<file path="config.mk">
export PLATFORM = sky130hd
export DESIGN_NAME = menu_top
export DESIGN_NICKNAME = d
export VERILOG_FILES = /design/src/common/menu_pkg.sv /design/src/common/vga_if.sv /design/src/background/background_render.sv /design/src/background/mode_fsm.sv /design/src/hdl/button_decode.sv /design/src/hdl/menu_top.sv /design/src/hdl/vga_timing.sv
export VERILOG_INCLUDE_DIRS = /design/src /design/src/common
export SDC_FILE = /design/constraint.sdc
export NUM_CORES = 1
export LEC_CHECK = 0
export BUFFER_PORTS_ARGS = -buffer_cell sky130_fd_sc_hd__buf_2
export CAP_MARGIN = 20
export CORE_MARGIN = 4
export CORE_UTILIZATION = 63
export CTS_BUF_LIST = sky130_fd_sc_hd__clkbuf_4 sky130_fd_sc_hd__clkbuf_8
export CTS_CLUSTER_DIAMETER = 150
export DETAILED_ROUTE_END_ITERATION = 8
export HOLD_SLACK_MARGIN = 0.12
export PLACE_DENSITY = 0.93
export SLEW_MARGIN = 20
export SYNTH_ARGS = -nofsm -noshare
export SYNTH_HDL_FRONTEND = slang
export SYNTH_SLANG_ARGS = --single-unit
export TNS_END_PERCENT = 5
</file>
<file path="constraint.sdc">
create_clock -name pclk -period 3.89 [get_ports pclk]
set_input_delay 0.5835 -clock pclk [delete_from_list [all_inputs] [get_ports pclk]]
set_output_delay 0.5835 -clock pclk [all_outputs]
set_load 0.1 [all_outputs]
</file>
<file path="src/common/menu_defines.svh">
`ifndef MENU_DEFINES_SVH
`define MENU_DEFINES_SVH

// XGA 1024x768 display timing.
`define H_ACTIVE    1024
`define H_FRONT     24
`define H_SYNC      136
`define H_TOTAL     1344
`define V_ACTIVE    768
`define V_FRONT     3
`define V_SYNC      6
`define V_TOTAL     806

// Button boxes, top left corner and size.
`define PLAY_X      432
`define PLAY_Y      400
`define MULTI_X     432
`define MULTI_Y     540
`define MENU_X      432
`define MENU_Y      520
`define BOX_W       128
`define BOX_H       80
`define HIT_MARGIN  10

// Playfield boundary and frame thickness.
`define TOP_LINE    317
`define BOTTOM_LINE 617
`define LEFT_LINE   361
`define RIGHT_LINE  661
`define BORDER      10

// Background colours.
`define EDGE_TOP_RGB    12'hff0
`define EDGE_BOTTOM_RGB 12'hf00
`define EDGE_LEFT_RGB   12'h0f0
`define EDGE_RIGHT_RGB  12'h00f
`define LETTER_RGB      12'hfff
`define VICTORY_RGB     12'h2f2
`define OVER_RGB        12'hf22
`define WAIT_RGB        12'h22f

`endif

</file>
<file path="src/common/menu_pkg.sv">
`default_nettype none

package menu_pkg;

  // Screen modes, encoded 0 to 4.
  typedef enum logic [2:0] {
    MENU_MODE    = 3'd0,
    GAME_MODE    = 3'd1,
    VICTORY_MODE = 3'd2,
    GAME_OVER    = 3'd3,
    MULTI_WAIT   = 3'd4
  } screen_mode_e;

  // 12-bit pixel colour, 4 bits per channel.
  typedef struct packed {
    logic [3:0] r;
    logic [3:0] g;
    logic [3:0] b;
  } rgb_t;

  // One flag per on-screen button, high while pressed inside the box.
  typedef struct packed {
    logic play;
    logic multi;
    logic menu;
  } button_hits_t;

endpackage

`default_nettype wire

</file>
<file path="src/common/vga_if.sv">
`default_nettype none

interface vga_if;

  logic [11:0] hcount;
  logic [11:0] vcount;
  logic        hsync;
  logic        vsync;
  logic        hblnk;
  logic        vblnk;

  // Producer of the timing stream.
  modport source (output hcount, vcount, hsync, vsync, hblnk, vblnk);

  // Consumer of the timing stream.
  modport sink (input hcount, vcount, hsync, vsync, hblnk, vblnk);

endinterface

`default_nettype wire

</file>
<file path="src/background/background_render.sv">
`default_nettype none

`include "menu_defines.svh"

module background_render (
  input  logic                    pclk,
  input  logic                    rst,
  input  menu_pkg::screen_mode_e  mode,
  vga_if.sink                     vga_in,
  vga_if.source                   vga_out,
  output menu_pkg::rgb_t          rgb
);

  import menu_pkg::*;

  rgb_t rgb_nxt;
  logic [11:0] h;
  logic [11:0] v;

  assign h = vga_in.hcount;
  assign v = vga_in.vcount;

  // Open on the left and top, closed on the right and bottom.
  function automatic logic in_rect(input logic [11:0] hc, input logic [11:0] vc,
                                   input int x0, input int x1, input int y0, input int y1);
    return (int'(hc) > x0) && (int'(hc) <= x1) && (int'(vc) > y0) && (int'(vc) <= y1);
  endfunction

  function automatic logic menu_letters(input logic [11:0] hc, input logic [11:0] vc);
    logic m_hit;
    logic e_hit;
    logic n_hit;
    logic u_hit;
    m_hit = in_rect(hc, vc, 170, 210, 90, 250) || in_rect(hc, vc, 170, 370, 50, 90) ||
            in_rect(hc, vc, 250, 290, 90, 250) || in_rect(hc, vc, 330, 370, 90, 250);
    e_hit = in_rect(hc, vc, 420, 460, 50, 250) || in_rect(hc, vc, 460, 500, 50, 90) ||
            in_rect(hc, vc, 460, 500, 130, 170) || in_rect(hc, vc, 460, 500, 210, 250);
    n_hit = in_rect(hc, vc, 550, 590, 90, 250) || in_rect(hc, vc, 550, 670, 50, 90) ||
            in_rect(hc, vc, 630, 670, 90, 250);
    u_hit = in_rect(hc, vc, 720, 760, 50, 210) || in_rect(hc, vc, 720, 840, 210, 250) ||
            in_rect(hc, vc, 800, 840, 50, 210);
    return m_hit || e_hit || n_hit || u_hit;
  endfunction

  // White frame just outside the playfield.
  function automatic logic game_frame(input logic [11:0] hc, input logic [11:0] vc);
    int hi;
    int vi;
    logic rows;
    hi   = int'(hc);
    vi   = int'(vc);
    rows = (vi >= `TOP_LINE - `BORDER) && (vi < `BOTTOM_LINE + `BORDER);
    return (rows && hi >= `LEFT_LINE - `BORDER && hi < `LEFT_LINE) ||
           (rows && hi >= `RIGHT_LINE && hi < `RIGHT_LINE + `BORDER) ||
           (hi >= `LEFT_LINE && hi < `RIGHT_LINE && vi >= `TOP_LINE - `BORDER &&
            vi < `TOP_LINE) ||
           (hi >= `LEFT_LINE && hi < `RIGHT_LINE && vi >= `BOTTOM_LINE &&
            vi < `BOTTOM_LINE + `BORDER);
  endfunction

  always_comb begin
    rgb_nxt = '0;
    if (!(vga_in.hblnk || vga_in.vblnk)) begin
      case (mode)
        MENU_MODE, GAME_MODE: begin
          if (v == 12'd0)                            rgb_nxt = `EDGE_TOP_RGB;
          else if (v == 12'(`V_ACTIVE - 1))          rgb_nxt = `EDGE_BOTTOM_RGB;
          else if (h == 12'd0)                       rgb_nxt = `EDGE_LEFT_RGB;
          else if (h == 12'(`H_ACTIVE - 1))          rgb_nxt = `EDGE_RIGHT_RGB;
          else if (mode == MENU_MODE && menu_letters(h, v)) rgb_nxt = `LETTER_RGB;
          else if (mode == GAME_MODE && game_frame(h, v))   rgb_nxt = `LETTER_RGB;
        end
        VICTORY_MODE: rgb_nxt = `VICTORY_RGB;
        GAME_OVER:    rgb_nxt = `OVER_RGB;
        MULTI_WAIT:   rgb_nxt = `WAIT_RGB;
        default:      rgb_nxt = '0;
      endcase
    end
  end

  // Colour and timing leave together, one cycle after the inputs.
  always_ff @(posedge pclk) begin
    if (rst) begin
      rgb            <= '0;
      vga_out.hcount <= '0;
      vga_out.vcount <= '0;
      vga_out.hsync  <= 1'b0;
      vga_out.vsync  <= 1'b0;
      vga_out.hblnk  <= 1'b0;
      vga_out.vblnk  <= 1'b0;
    end else begin
      rgb            <= rgb_nxt;
      vga_out.hcount <= vga_in.hcount;
      vga_out.vcount <= vga_in.vcount;
      vga_out.hsync  <= vga_in.hsync;
      vga_out.vsync  <= vga_in.vsync;
      vga_out.hblnk  <= vga_in.hblnk;
      vga_out.vblnk  <= vga_in.vblnk;
    end
  end

endmodule

`default_nettype wire

</file>
<file path="src/background/mode_fsm.sv">
`default_nettype none

module mode_fsm (
  input  logic                    pclk,
  input  logic                    rst,
  input  menu_pkg::button_hits_t  hits,
  input  logic                    mouse_left,
  input  logic                    game_on,
  input  logic                    menu_on,
  input  logic                    game_over,
  input  logic                    victory,
  input  logic                    opponent_ready,
  output menu_pkg::screen_mode_e  mode,
  output logic                    play_selected,
  output logic                    display_buttons,
  output logic                    player_ready,
  output logic                    display_menu_button
);

  import menu_pkg::*;

  screen_mode_e state;
  screen_mode_e state_nxt;
  logic         click_q;

  // Button level delayed to stay in step with the registered hits.
  always_ff @(posedge pclk) begin
    if (rst) begin
      state   <= MENU_MODE;
      click_q <= 1'b0;
    end else begin
      state   <= state_nxt;
      click_q <= mouse_left;
    end
  end

  always_comb begin
    state_nxt = state;
    case (state)
      MENU_MODE: begin
        if (game_on)        state_nxt = GAME_MODE;
        else if (hits.play) state_nxt = GAME_MODE;
        else if (hits.multi) state_nxt = MULTI_WAIT;
        else if (game_over) state_nxt = GAME_OVER;
        else if (victory)   state_nxt = VICTORY_MODE;
      end
      GAME_MODE: begin
        if (menu_on)        state_nxt = MENU_MODE;
        else if (game_over) state_nxt = GAME_OVER;
        else if (victory)   state_nxt = VICTORY_MODE;
      end
      // Any click outside the buttons returns to the menu.
      VICTORY_MODE, GAME_OVER: begin
        if (game_on)         state_nxt = GAME_MODE;
        else if (menu_on)    state_nxt = MENU_MODE;
        else if (hits.play)  state_nxt = GAME_MODE;
        else if (hits.multi) state_nxt = MULTI_WAIT;
        else if (click_q)    state_nxt = MENU_MODE;
      end
      MULTI_WAIT: begin
        if (hits.menu)           state_nxt = MENU_MODE;
        else if (opponent_ready) state_nxt = GAME_MODE;
      end
      default: begin
        state_nxt = MENU_MODE;
      end
    endcase
  end

  assign mode                = state;
  assign play_selected       = (state == GAME_MODE);
  assign display_buttons     = (state == MENU_MODE) || (state == VICTORY_MODE) ||
                               (state == GAME_OVER);
  assign player_ready        = (state == MULTI_WAIT);
  assign display_menu_button = (state == MULTI_WAIT);

endmodule

`default_nettype wire

</file>
<file path="src/hdl/button_decode.sv">
`default_nettype none

`include "menu_defines.svh"

module button_decode (
  input  logic                    pclk,
  input  logic                    rst,
  input  logic [11:0]             xpos,
  input  logic [11:0]             ypos,
  input  logic                    mouse_left,
  output menu_pkg::button_hits_t  hits
);

  import menu_pkg::*;

  // The right edge of the hit window sits a few pixels inside the box.
  localparam int RIGHT_TRIM = 5;

  button_hits_t hits_nxt;

  function automatic logic in_box(input logic [11:0] x, input logic [11:0] y,
                                  input int bx, input int by);
    logic x_ok;
    logic y_ok;
    x_ok = (int'(x) >= bx - `HIT_MARGIN) && (int'(x) <= bx + `BOX_W - RIGHT_TRIM);
    y_ok = (int'(y) >= by - `HIT_MARGIN) && (int'(y) <= by + `BOX_H);
    return x_ok && y_ok;
  endfunction

  always_comb begin
    hits_nxt.play  = mouse_left && in_box(xpos, ypos, `PLAY_X, `PLAY_Y);
    hits_nxt.multi = mouse_left && in_box(xpos, ypos, `MULTI_X, `MULTI_Y);
    hits_nxt.menu  = mouse_left && in_box(xpos, ypos, `MENU_X, `MENU_Y);
  end

  // All three hits are registered together as one consistent set.
  always_ff @(posedge pclk) begin
    if (rst) begin
      hits <= '0;
    end else begin
      hits <= hits_nxt;
    end
  end

endmodule

`default_nettype wire

</file>
<file path="src/hdl/menu_top.sv">
`default_nettype none

module menu_top (
  input  logic                    pclk,
  input  logic                    rst,
  input  logic [11:0]             xpos,
  input  logic [11:0]             ypos,
  input  logic                    mouse_left,
  input  logic                    game_on,
  input  logic                    menu_on,
  input  logic                    game_over,
  input  logic                    victory,
  input  logic                    opponent_ready,
  output logic [11:0]             hcount,
  output logic [11:0]             vcount,
  output logic                    hsync,
  output logic                    vsync,
  output logic                    hblnk,
  output logic                    vblnk,
  output menu_pkg::rgb_t          rgb,
  output menu_pkg::screen_mode_e  mode,
  output logic                    play_selected,
  output logic                    display_buttons,
  output logic                    player_ready,
  output logic                    display_menu_button
);

  import menu_pkg::*;

  button_hits_t hits;

  // Raw timing from the generator and the copy delayed alongside the colour.
  vga_if timing_bus ();
  vga_if render_bus ();

  vga_timing vga_timing_inst (
    .pclk (pclk),
    .rst  (rst),
    .vga  (timing_bus.source)
  );

  button_decode button_decode_inst (
    .pclk       (pclk),
    .rst        (rst),
    .xpos       (xpos),
    .ypos       (ypos),
    .mouse_left (mouse_left),
    .hits       (hits)
  );

  mode_fsm mode_fsm_inst (
    .pclk                (pclk),
    .rst                 (rst),
    .hits                (hits),
    .mouse_left          (mouse_left),
    .game_on             (game_on),
    .menu_on             (menu_on),
    .game_over           (game_over),
    .victory             (victory),
    .opponent_ready      (opponent_ready),
    .mode                (mode),
    .play_selected       (play_selected),
    .display_buttons     (display_buttons),
    .player_ready        (player_ready),
    .display_menu_button (display_menu_button)
  );

  background_render background_render_inst (
    .pclk    (pclk),
    .rst     (rst),
    .mode    (mode),
    .vga_in  (timing_bus.sink),
    .vga_out (render_bus.source),
    .rgb     (rgb)
  );

  assign hcount = render_bus.hcount;
  assign vcount = render_bus.vcount;
  assign hsync  = render_bus.hsync;
  assign vsync  = render_bus.vsync;
  assign hblnk  = render_bus.hblnk;
  assign vblnk  = render_bus.vblnk;

endmodule

`default_nettype wire

</file>
<file path="src/hdl/vga_timing.sv">
`default_nettype none

`include "menu_defines.svh"

module vga_timing (
  input  logic pclk,
  input  logic rst,
  vga_if.source vga
);

  logic [11:0] h_cnt;
  logic [11:0] v_cnt;
  logic [11:0] h_nxt;
  logic [11:0] v_nxt;
  logic        hsync_q;
  logic        vsync_q;
  logic        hblnk_q;
  logic        vblnk_q;

  // Next counter values, wrapping at the end of each line and frame.
  always_comb begin
    if (h_cnt == 12'(`H_TOTAL - 1)) begin
      h_nxt = 12'd0;
      v_nxt = (v_cnt == 12'(`V_TOTAL - 1)) ? 12'd0 : v_cnt + 12'd1;
    end else begin
      h_nxt = h_cnt + 12'd1;
      v_nxt = v_cnt;
    end
  end

  // Flags are decoded from the next counts so they line up with the registered counts.
  always_ff @(posedge pclk) begin
    if (rst) begin
      h_cnt   <= 12'd0;
      v_cnt   <= 12'd0;
      hsync_q <= 1'b0;
      vsync_q <= 1'b0;
      hblnk_q <= 1'b0;
      vblnk_q <= 1'b0;
    end else begin
      h_cnt   <= h_nxt;
      v_cnt   <= v_nxt;
      hblnk_q <= (h_nxt >= 12'(`H_ACTIVE));
      vblnk_q <= (v_nxt >= 12'(`V_ACTIVE));
      hsync_q <= (h_nxt >= 12'(`H_ACTIVE + `H_FRONT)) &&
                 (h_nxt < 12'(`H_ACTIVE + `H_FRONT + `H_SYNC));
      vsync_q <= (v_nxt >= 12'(`V_ACTIVE + `V_FRONT)) &&
                 (v_nxt < 12'(`V_ACTIVE + `V_FRONT + `V_SYNC));
    end
  end

  assign vga.hcount = h_cnt;
  assign vga.vcount = v_cnt;
  assign vga.hsync  = hsync_q;
  assign vga.vsync  = vsync_q;
  assign vga.hblnk  = hblnk_q;
  assign vga.vblnk  = vblnk_q;

endmodule

`default_nettype wire

</file>
== After elaboration in Yosys (flattened, before gate mapping) ==
Index checks and enable logic that the tools add are counted.
W data, S select, Z words.

* Add/subtract/negate cells: 2
* Order comparisons: 50
* Equal/unequal tests: 10
* Muxes and demuxes: 24
* Reduce and logical (&&, ||, !) cells: 90

{| class="wikitable"
|+ Operator list
! kind !! count
|-
| $mux W12 || 9
|-
| $le A12 B10 Y1 const B || 7
|-
| $ge A12 B9 Y1 const B || 6
|-
| $logic_and A1 B1 Y1 || 64
|-
| $ge A12 B10 Y1 const B || 5
|-
| $le A12 B9 Y1 const B || 5
|-
| $gt A12 B10 Y1 const B || 4
|-
| $gt A12 B8 Y1 const B || 4
|-
| $le A12 B8 Y1 const B || 4
|-
| $lt A12 B10 Y1 const B || 4
|-
| $pmux W12 S4 || 1
|-
| $mux W3 || 13
|-
| $eq A12 B10 Y1 const B || 3
|-
| $gt A12 B9 Y1 const B || 3
|-
| $add A12 B1 Y12 const B || 2
|-
| $ge A12 B11 Y1 const B || 2
|-
| $logic_not A12 Y1 || 2
|-
| $lt A12 B9 Y1 const B || 2
|-
| $logic_or A1 B1 Y1 || 19
|-
| $eq A12 B11 Y1 const B || 1
|-
| $gt A12 B6 Y1 const B || 1
|-
| $gt A12 B7 Y1 const B || 1
|-
| $le A12 B7 Y1 const B || 1
|-
| $lt A12 B11 Y1 const B || 1
|-
| other kinds (9) || 12
|}

* Register bits after elaboration: 75
* Bits of input ports: 32

== Longest topological paths before layout ==
* Depth after elaboration: 17
* Mapped depth: 11
* Gate-level depth less buffers: 10

== Modules after synthesis ==
Synthesis repeated with hierarchy kept, for this count alone.

* Cell total of the unflattened synthesis: 561
* Area total of the unflattened synthesis: 4494.3 um^2

{| class="wikitable"
|+ By module, submodules not included
! module !! instances !! cells each !! area each (um^2) !! seq. area each (um^2)
|-
| background_render || 1 || 279 || 2184.6 || 680.7
|-
| vga_timing || 1 || 204 || 1659.1 || 560.5
|-
| button_decode || 1 || 43 || 347.8 || 60.1
|-
| mode_fsm || 1 || 35 || 302.8 || 80.1
|}

== Worst setup path before layout ==
Ideal clock, no wire load.

* Kind: register -> output
* Start point: reg mode_fsm_inst.state[1] (netlist: mode_fsm_inst.mode[1])
* End point: out display_buttons
* Arrival: 2871 ps
* Data required time: 3306 ps
* Slack: 435 ps
* Cell stages (with the launch flop): 4
* Buffers on the path: 1
* Cells stage by stage: dfxtp_1 > clkbuf_1 > inv_1 > a21oi_1

* Word-level cells in the longest chain between the ends: 3
* Elaborated cells between the ends (all ways): 5
* Classes of those cells: eq/ne (2); reduce/logical (3)

{| class="wikitable"
|+ RTL lines
! element !! line !! source
|-
| start: declaration || mode_fsm.sv:22 || <nowiki>screen_mode_e state;</nowiki>
|-
| start signal: assignment || mode_fsm.sv:32 || <nowiki>state <= state_nxt;</nowiki>
|-
| $eq A3 B2 Y1 / $logic_not A3 Y1 (equally long branches) || mode_fsm.sv:72 || <nowiki>assign display_buttons = (state == MENU_MODE) || (state == VICTORY_MODE) ||</nowiki>
|-
| $logic_or A1 B1 Y1 || mode_fsm.sv:72 ||
|-
| $logic_or A1 B1 Y1 * || mode_fsm.sv:72 ||
|-
| end: declaration || menu_top.sv:23 || <nowiki>output logic display_buttons,</nowiki>
|}

Every way passes the cells marked *; elsewhere a longest branch is shown, timed or not.

== Worst setup path in the final report ==
* Start point: reg vga_timing_inst.h_cnt[1] (netlist: vga_timing_inst.vga.hcount[1])
* End point: reg vga_timing_inst.vsync_q (netlist: vga_timing_inst.vga.vsync)

* Word-level cells in the longest chain between the ends: 4
* Elaborated cells between the ends (all ways): 5
* Classes of those cells: order compare (2); eq/ne (1); mux (1); reduce/logical (1)

{| class="wikitable"
|+ RTL lines
! element !! line !! source
|-
| start: declaration || vga_timing.sv:11 || <nowiki>logic [11:0] h_cnt;</nowiki>
|-
| start signal: assignment || vga_timing.sv:41 || <nowiki>h_cnt <= h_nxt;</nowiki>
|-
| $eq A12 B11 Y1 * || vga_timing.sv:22 || <nowiki>if (h_cnt == 12'(`H_TOTAL - 1)) begin</nowiki>
|-
| $mux W12 * || vga_timing.sv:22 ||
|-
| $ge A12 B10 Y1 / $lt A12 B10 Y1 (equally long branches) || vga_timing.sv:47, vga_timing.sv:48 ||
|-
| $logic_and A1 B1 Y1 * || vga_timing.sv:47 || <nowiki>vsync_q <= (v_nxt >= 12'(`V_ACTIVE + `V_FRONT)) &&</nowiki>
|-
| end signal: assignment || vga_timing.sv:47 ||
|-
| end: declaration || vga_timing.sv:16 || <nowiki>logic vsync_q;</nowiki>
|}

Marked as above.
A chain may end at the register's enable or synchronous reset.

==> flow_summary.toml <==
[critical_path]
endpoint_kind = "register"
critPathLaunchType = "register"
cp_max_fo = 16
setup.worst_path.class = "reg2reg"
arrival_ps = 3480
rrSetupSlack_ps = 700
worstPathRequired_ps = 4180
ff2ff_path_depth = 9

[placed_design]
pre_cts_ws_ps = 746
dpl.hpwl_microns = 8360
io_buffers = 77
place.gp.congestion = 1.00

[global_routing]
antenna_found_initial = 0
use_met1 = 0.325
grt_start_max_net_pins = 46
busiest_layer = "met2"
grt_use_met2 = 0.473
globalRoute.totalOverflow = 0
grt_first_pass_wirelength_microns = 19300
grtUsageTotal = 0.280
use_met3 = 0.0820
grt_pass1_vias = 4180

[final_layout]
area_growth_pct = 10.3
final-seq-area_sq_mm = 0.00138
final_common_cell = "buf_2"
drive_gt1_frac = 0.188
multi_input_area_sq_mm = 0.00266
mostFrequentLayoutCells = "77 x buf_2, 69 x dfxtp_1, 68 x nor2_1"
diodes = 0
final_net_count = 655
fillCellCount = 546

[routing]
postRouteAntennaNets = 0
num_vias = 4465
drt-initial-drc-count = 268
vias_per_cell = 6.40
drc = 0
drt_first_pass_iters = 5
routed_wl_microns = 11600
wire_per_inst_microns = 16.6

[clock_network]
clock-root-buffer = "clkbuf_8"
postCtsHoldBufs = 0
clkLatencyLatePin_ps = 360
clock-sinks = 69
cts-resized-gates = 0
ctsHtreeMaxLevel = 3
cts_tree = "yes"
cts_setup_buffers = 0
cts_buffers = 9
clk_pin_slew_ps = 80
clockBufferDepth = 2

[synthesis]
synthArstFlopShare = 0
syn-instance-count = 570
synth_seq_cells = 69
syn_area_sq_mm = 0.00438
synth-main-ff-cell = "dfxtp_1"
synth_nets = 612
post_synth_num_cell_types = 76
synth-edff-count = 0
synth_warnings = 0
ys_seq_area_frac = 0.316
avgSynthCellArea_sq_um = 7.68

[sta]
worst_slack_ps = 696
maxSlewViolCount = 0
clock_skew_ps = 9.47
fin_crit_ps = 3190
hold_viol = 0
setup_viol = 0
setup_tns_ps = 0
fin_crit_sh = 0.821
fmax_ghz = 0.313
rsz0062_at_grt = "false"
tightest_slew_ps = 892
slew_headroom = 0.404

[power_and_ir_drop]
powerDensity_mw_per_mm2 = 333
leakage_nw = 1.95
irDropWorstVdd_mv = 0.237

[floorplan]
die-area_sq_mm = 0.00834
core-area_sq_mm = 0.00676
core.rowCount = 30
die_w_microns = 91.4
start_util = 0.648
die_height_microns = 91.4
ios = 79

[outcome]
status = "complete, no violations"

[hold_path]
min_path_type = "reg2reg"
hold_path_depth = 1

[flow_run]
drv_cap = 0
## flip-flops by register name, summed over array words and instances (netlist names), 3 cells and up
register                               count
background_render_inst.vga_out.hcount     12
background_render_inst.vga_out.vcount     12
vga_timing_inst.vga.hcount                12
vga_timing_inst.vga.vcount                12
background_render_inst.rgb                 6
button_decode_inst.hits                    3
mode_fsm_inst.mode                         3
## cell families after synthesis
logic type | share of synthesized area
DFF | 0.316
muxes | 0.00486
adders and majority gates | 0.0286
and+or+nand+nor | 0.349
AOI/OAI and AO/OA | 0.186
buffers and inverters | 0.0778
xor gates and xnor gates | 0.0380
## cells in the mapped netlist, drive strengths merged, types with 2 or more instances
library cell / instances / area share
nor4b: 5 / 0.010
a211o: 2 / 0.0040
nand3b: 4 / 0.0069
and2: 5 / 0.0071
o32ai: 2 / 0.0040
o41ai: 3 / 0.0060
a21oi: 30 / 0.034
a41oi: 2 / 0.0040
a211oi: 10 / 0.018
a22oi: 2 / 0.0034
xor2: 8 / 0.016
nand2: 45 / 0.039
nor2b: 29 / 0.041
buf: 22 / 0.034
o211ai: 6 / 0.010
or2: 7 / 0.011
o21bai: 3 / 0.0051
a311oi: 3 / 0.0060
nand3: 15 / 0.020
nand4: 15 / 0.021
ha: 10 / 0.029
nor3: 35 / 0.040
nand2b: 3 / 0.0043
or4: 4 / 0.0077
and3: 10 / 0.015
o31ai: 2 / 0.0034
o311ai: 2 / 0.0040
nor3b: 4 / 0.0069
or3: 8 / 0.013
nor2: 69 / 0.061
a21o: 4 / 0.0069
nor4bb: 4 / 0.0091
a31oi: 8 / 0.011
clkbuf: 26 / 0.029
a2111oi: 6 / 0.013
nor4: 12 / 0.019
dfxtp: 69 / 0.32
o21a: 2 / 0.0034
o21ai: 26 / 0.030
inv: 17 / 0.015
xnor2: 11 / 0.022
o22ai: 3 / 0.0043
## metrics by stage
stage	instances	power, W	cell area, sq um	utilization	hold slack (ps)
after detailed placement	682	0.000963	4610	0.682	433
after global routing	698	0.00167	4830	0.715	476
after global placement	682	0.000957	4610	0.682	421
final	698	0.00161	4830	0.715	447
after CTS	698	0.00161	4830	0.715	451
after floorplan	570	0.000920	4380	-	414
## report_power, final
group	internal (W)	switching (W)
registers	0.000716	0.0000204
clock network	0.000363	0.000296
logic	0.0000486	0.000164
## layer usage
layer | vias up | part of all wire
met3 | 45 | 0.063
met2 | 209 | 0.50
met4 | 0 | 0.033
met1 | 2070 | 0.40
li1 | 2141 | -
met5 | - | 0
## cell type report
class                           count  share of cell area
Clock buffer                        9              0.0256
Inverter                           17              0.0132
Clock inverter                      7              0.0202
Sequential cell                    69               0.286
Timing Repair Buffer               80              0.0845
Multi-Input combinational cell    436               0.550
Tap cell                           80              0.0207
## critical path, cell delays in order (launching register included)
cell and delay (ps):
dfxtp_1 650, ha_1 400, nand3_4 160, or4_4 630, or3_4 480, nor2_1 150
a21boi_0 130, a211oi_2 300, nand2_1 90, nor3_1 130
## path summary, 6_finish.rpt
path | endpoint | start
min | background_render_inst.vga_out.vsync | vga_timing_inst.vga.vsync
min reg2reg | background_render_inst.vga_out.vsync | vga_timing_inst.vga.vsync
max reg2reg | vga_timing_inst.vga.vsync | vga_timing_inst.vga.hcount[1]
max | vga_timing_inst.vga.vsync | vga_timing_inst.vga.hcount[1]
Note: power is estimated with default switching activity, not from simulation.
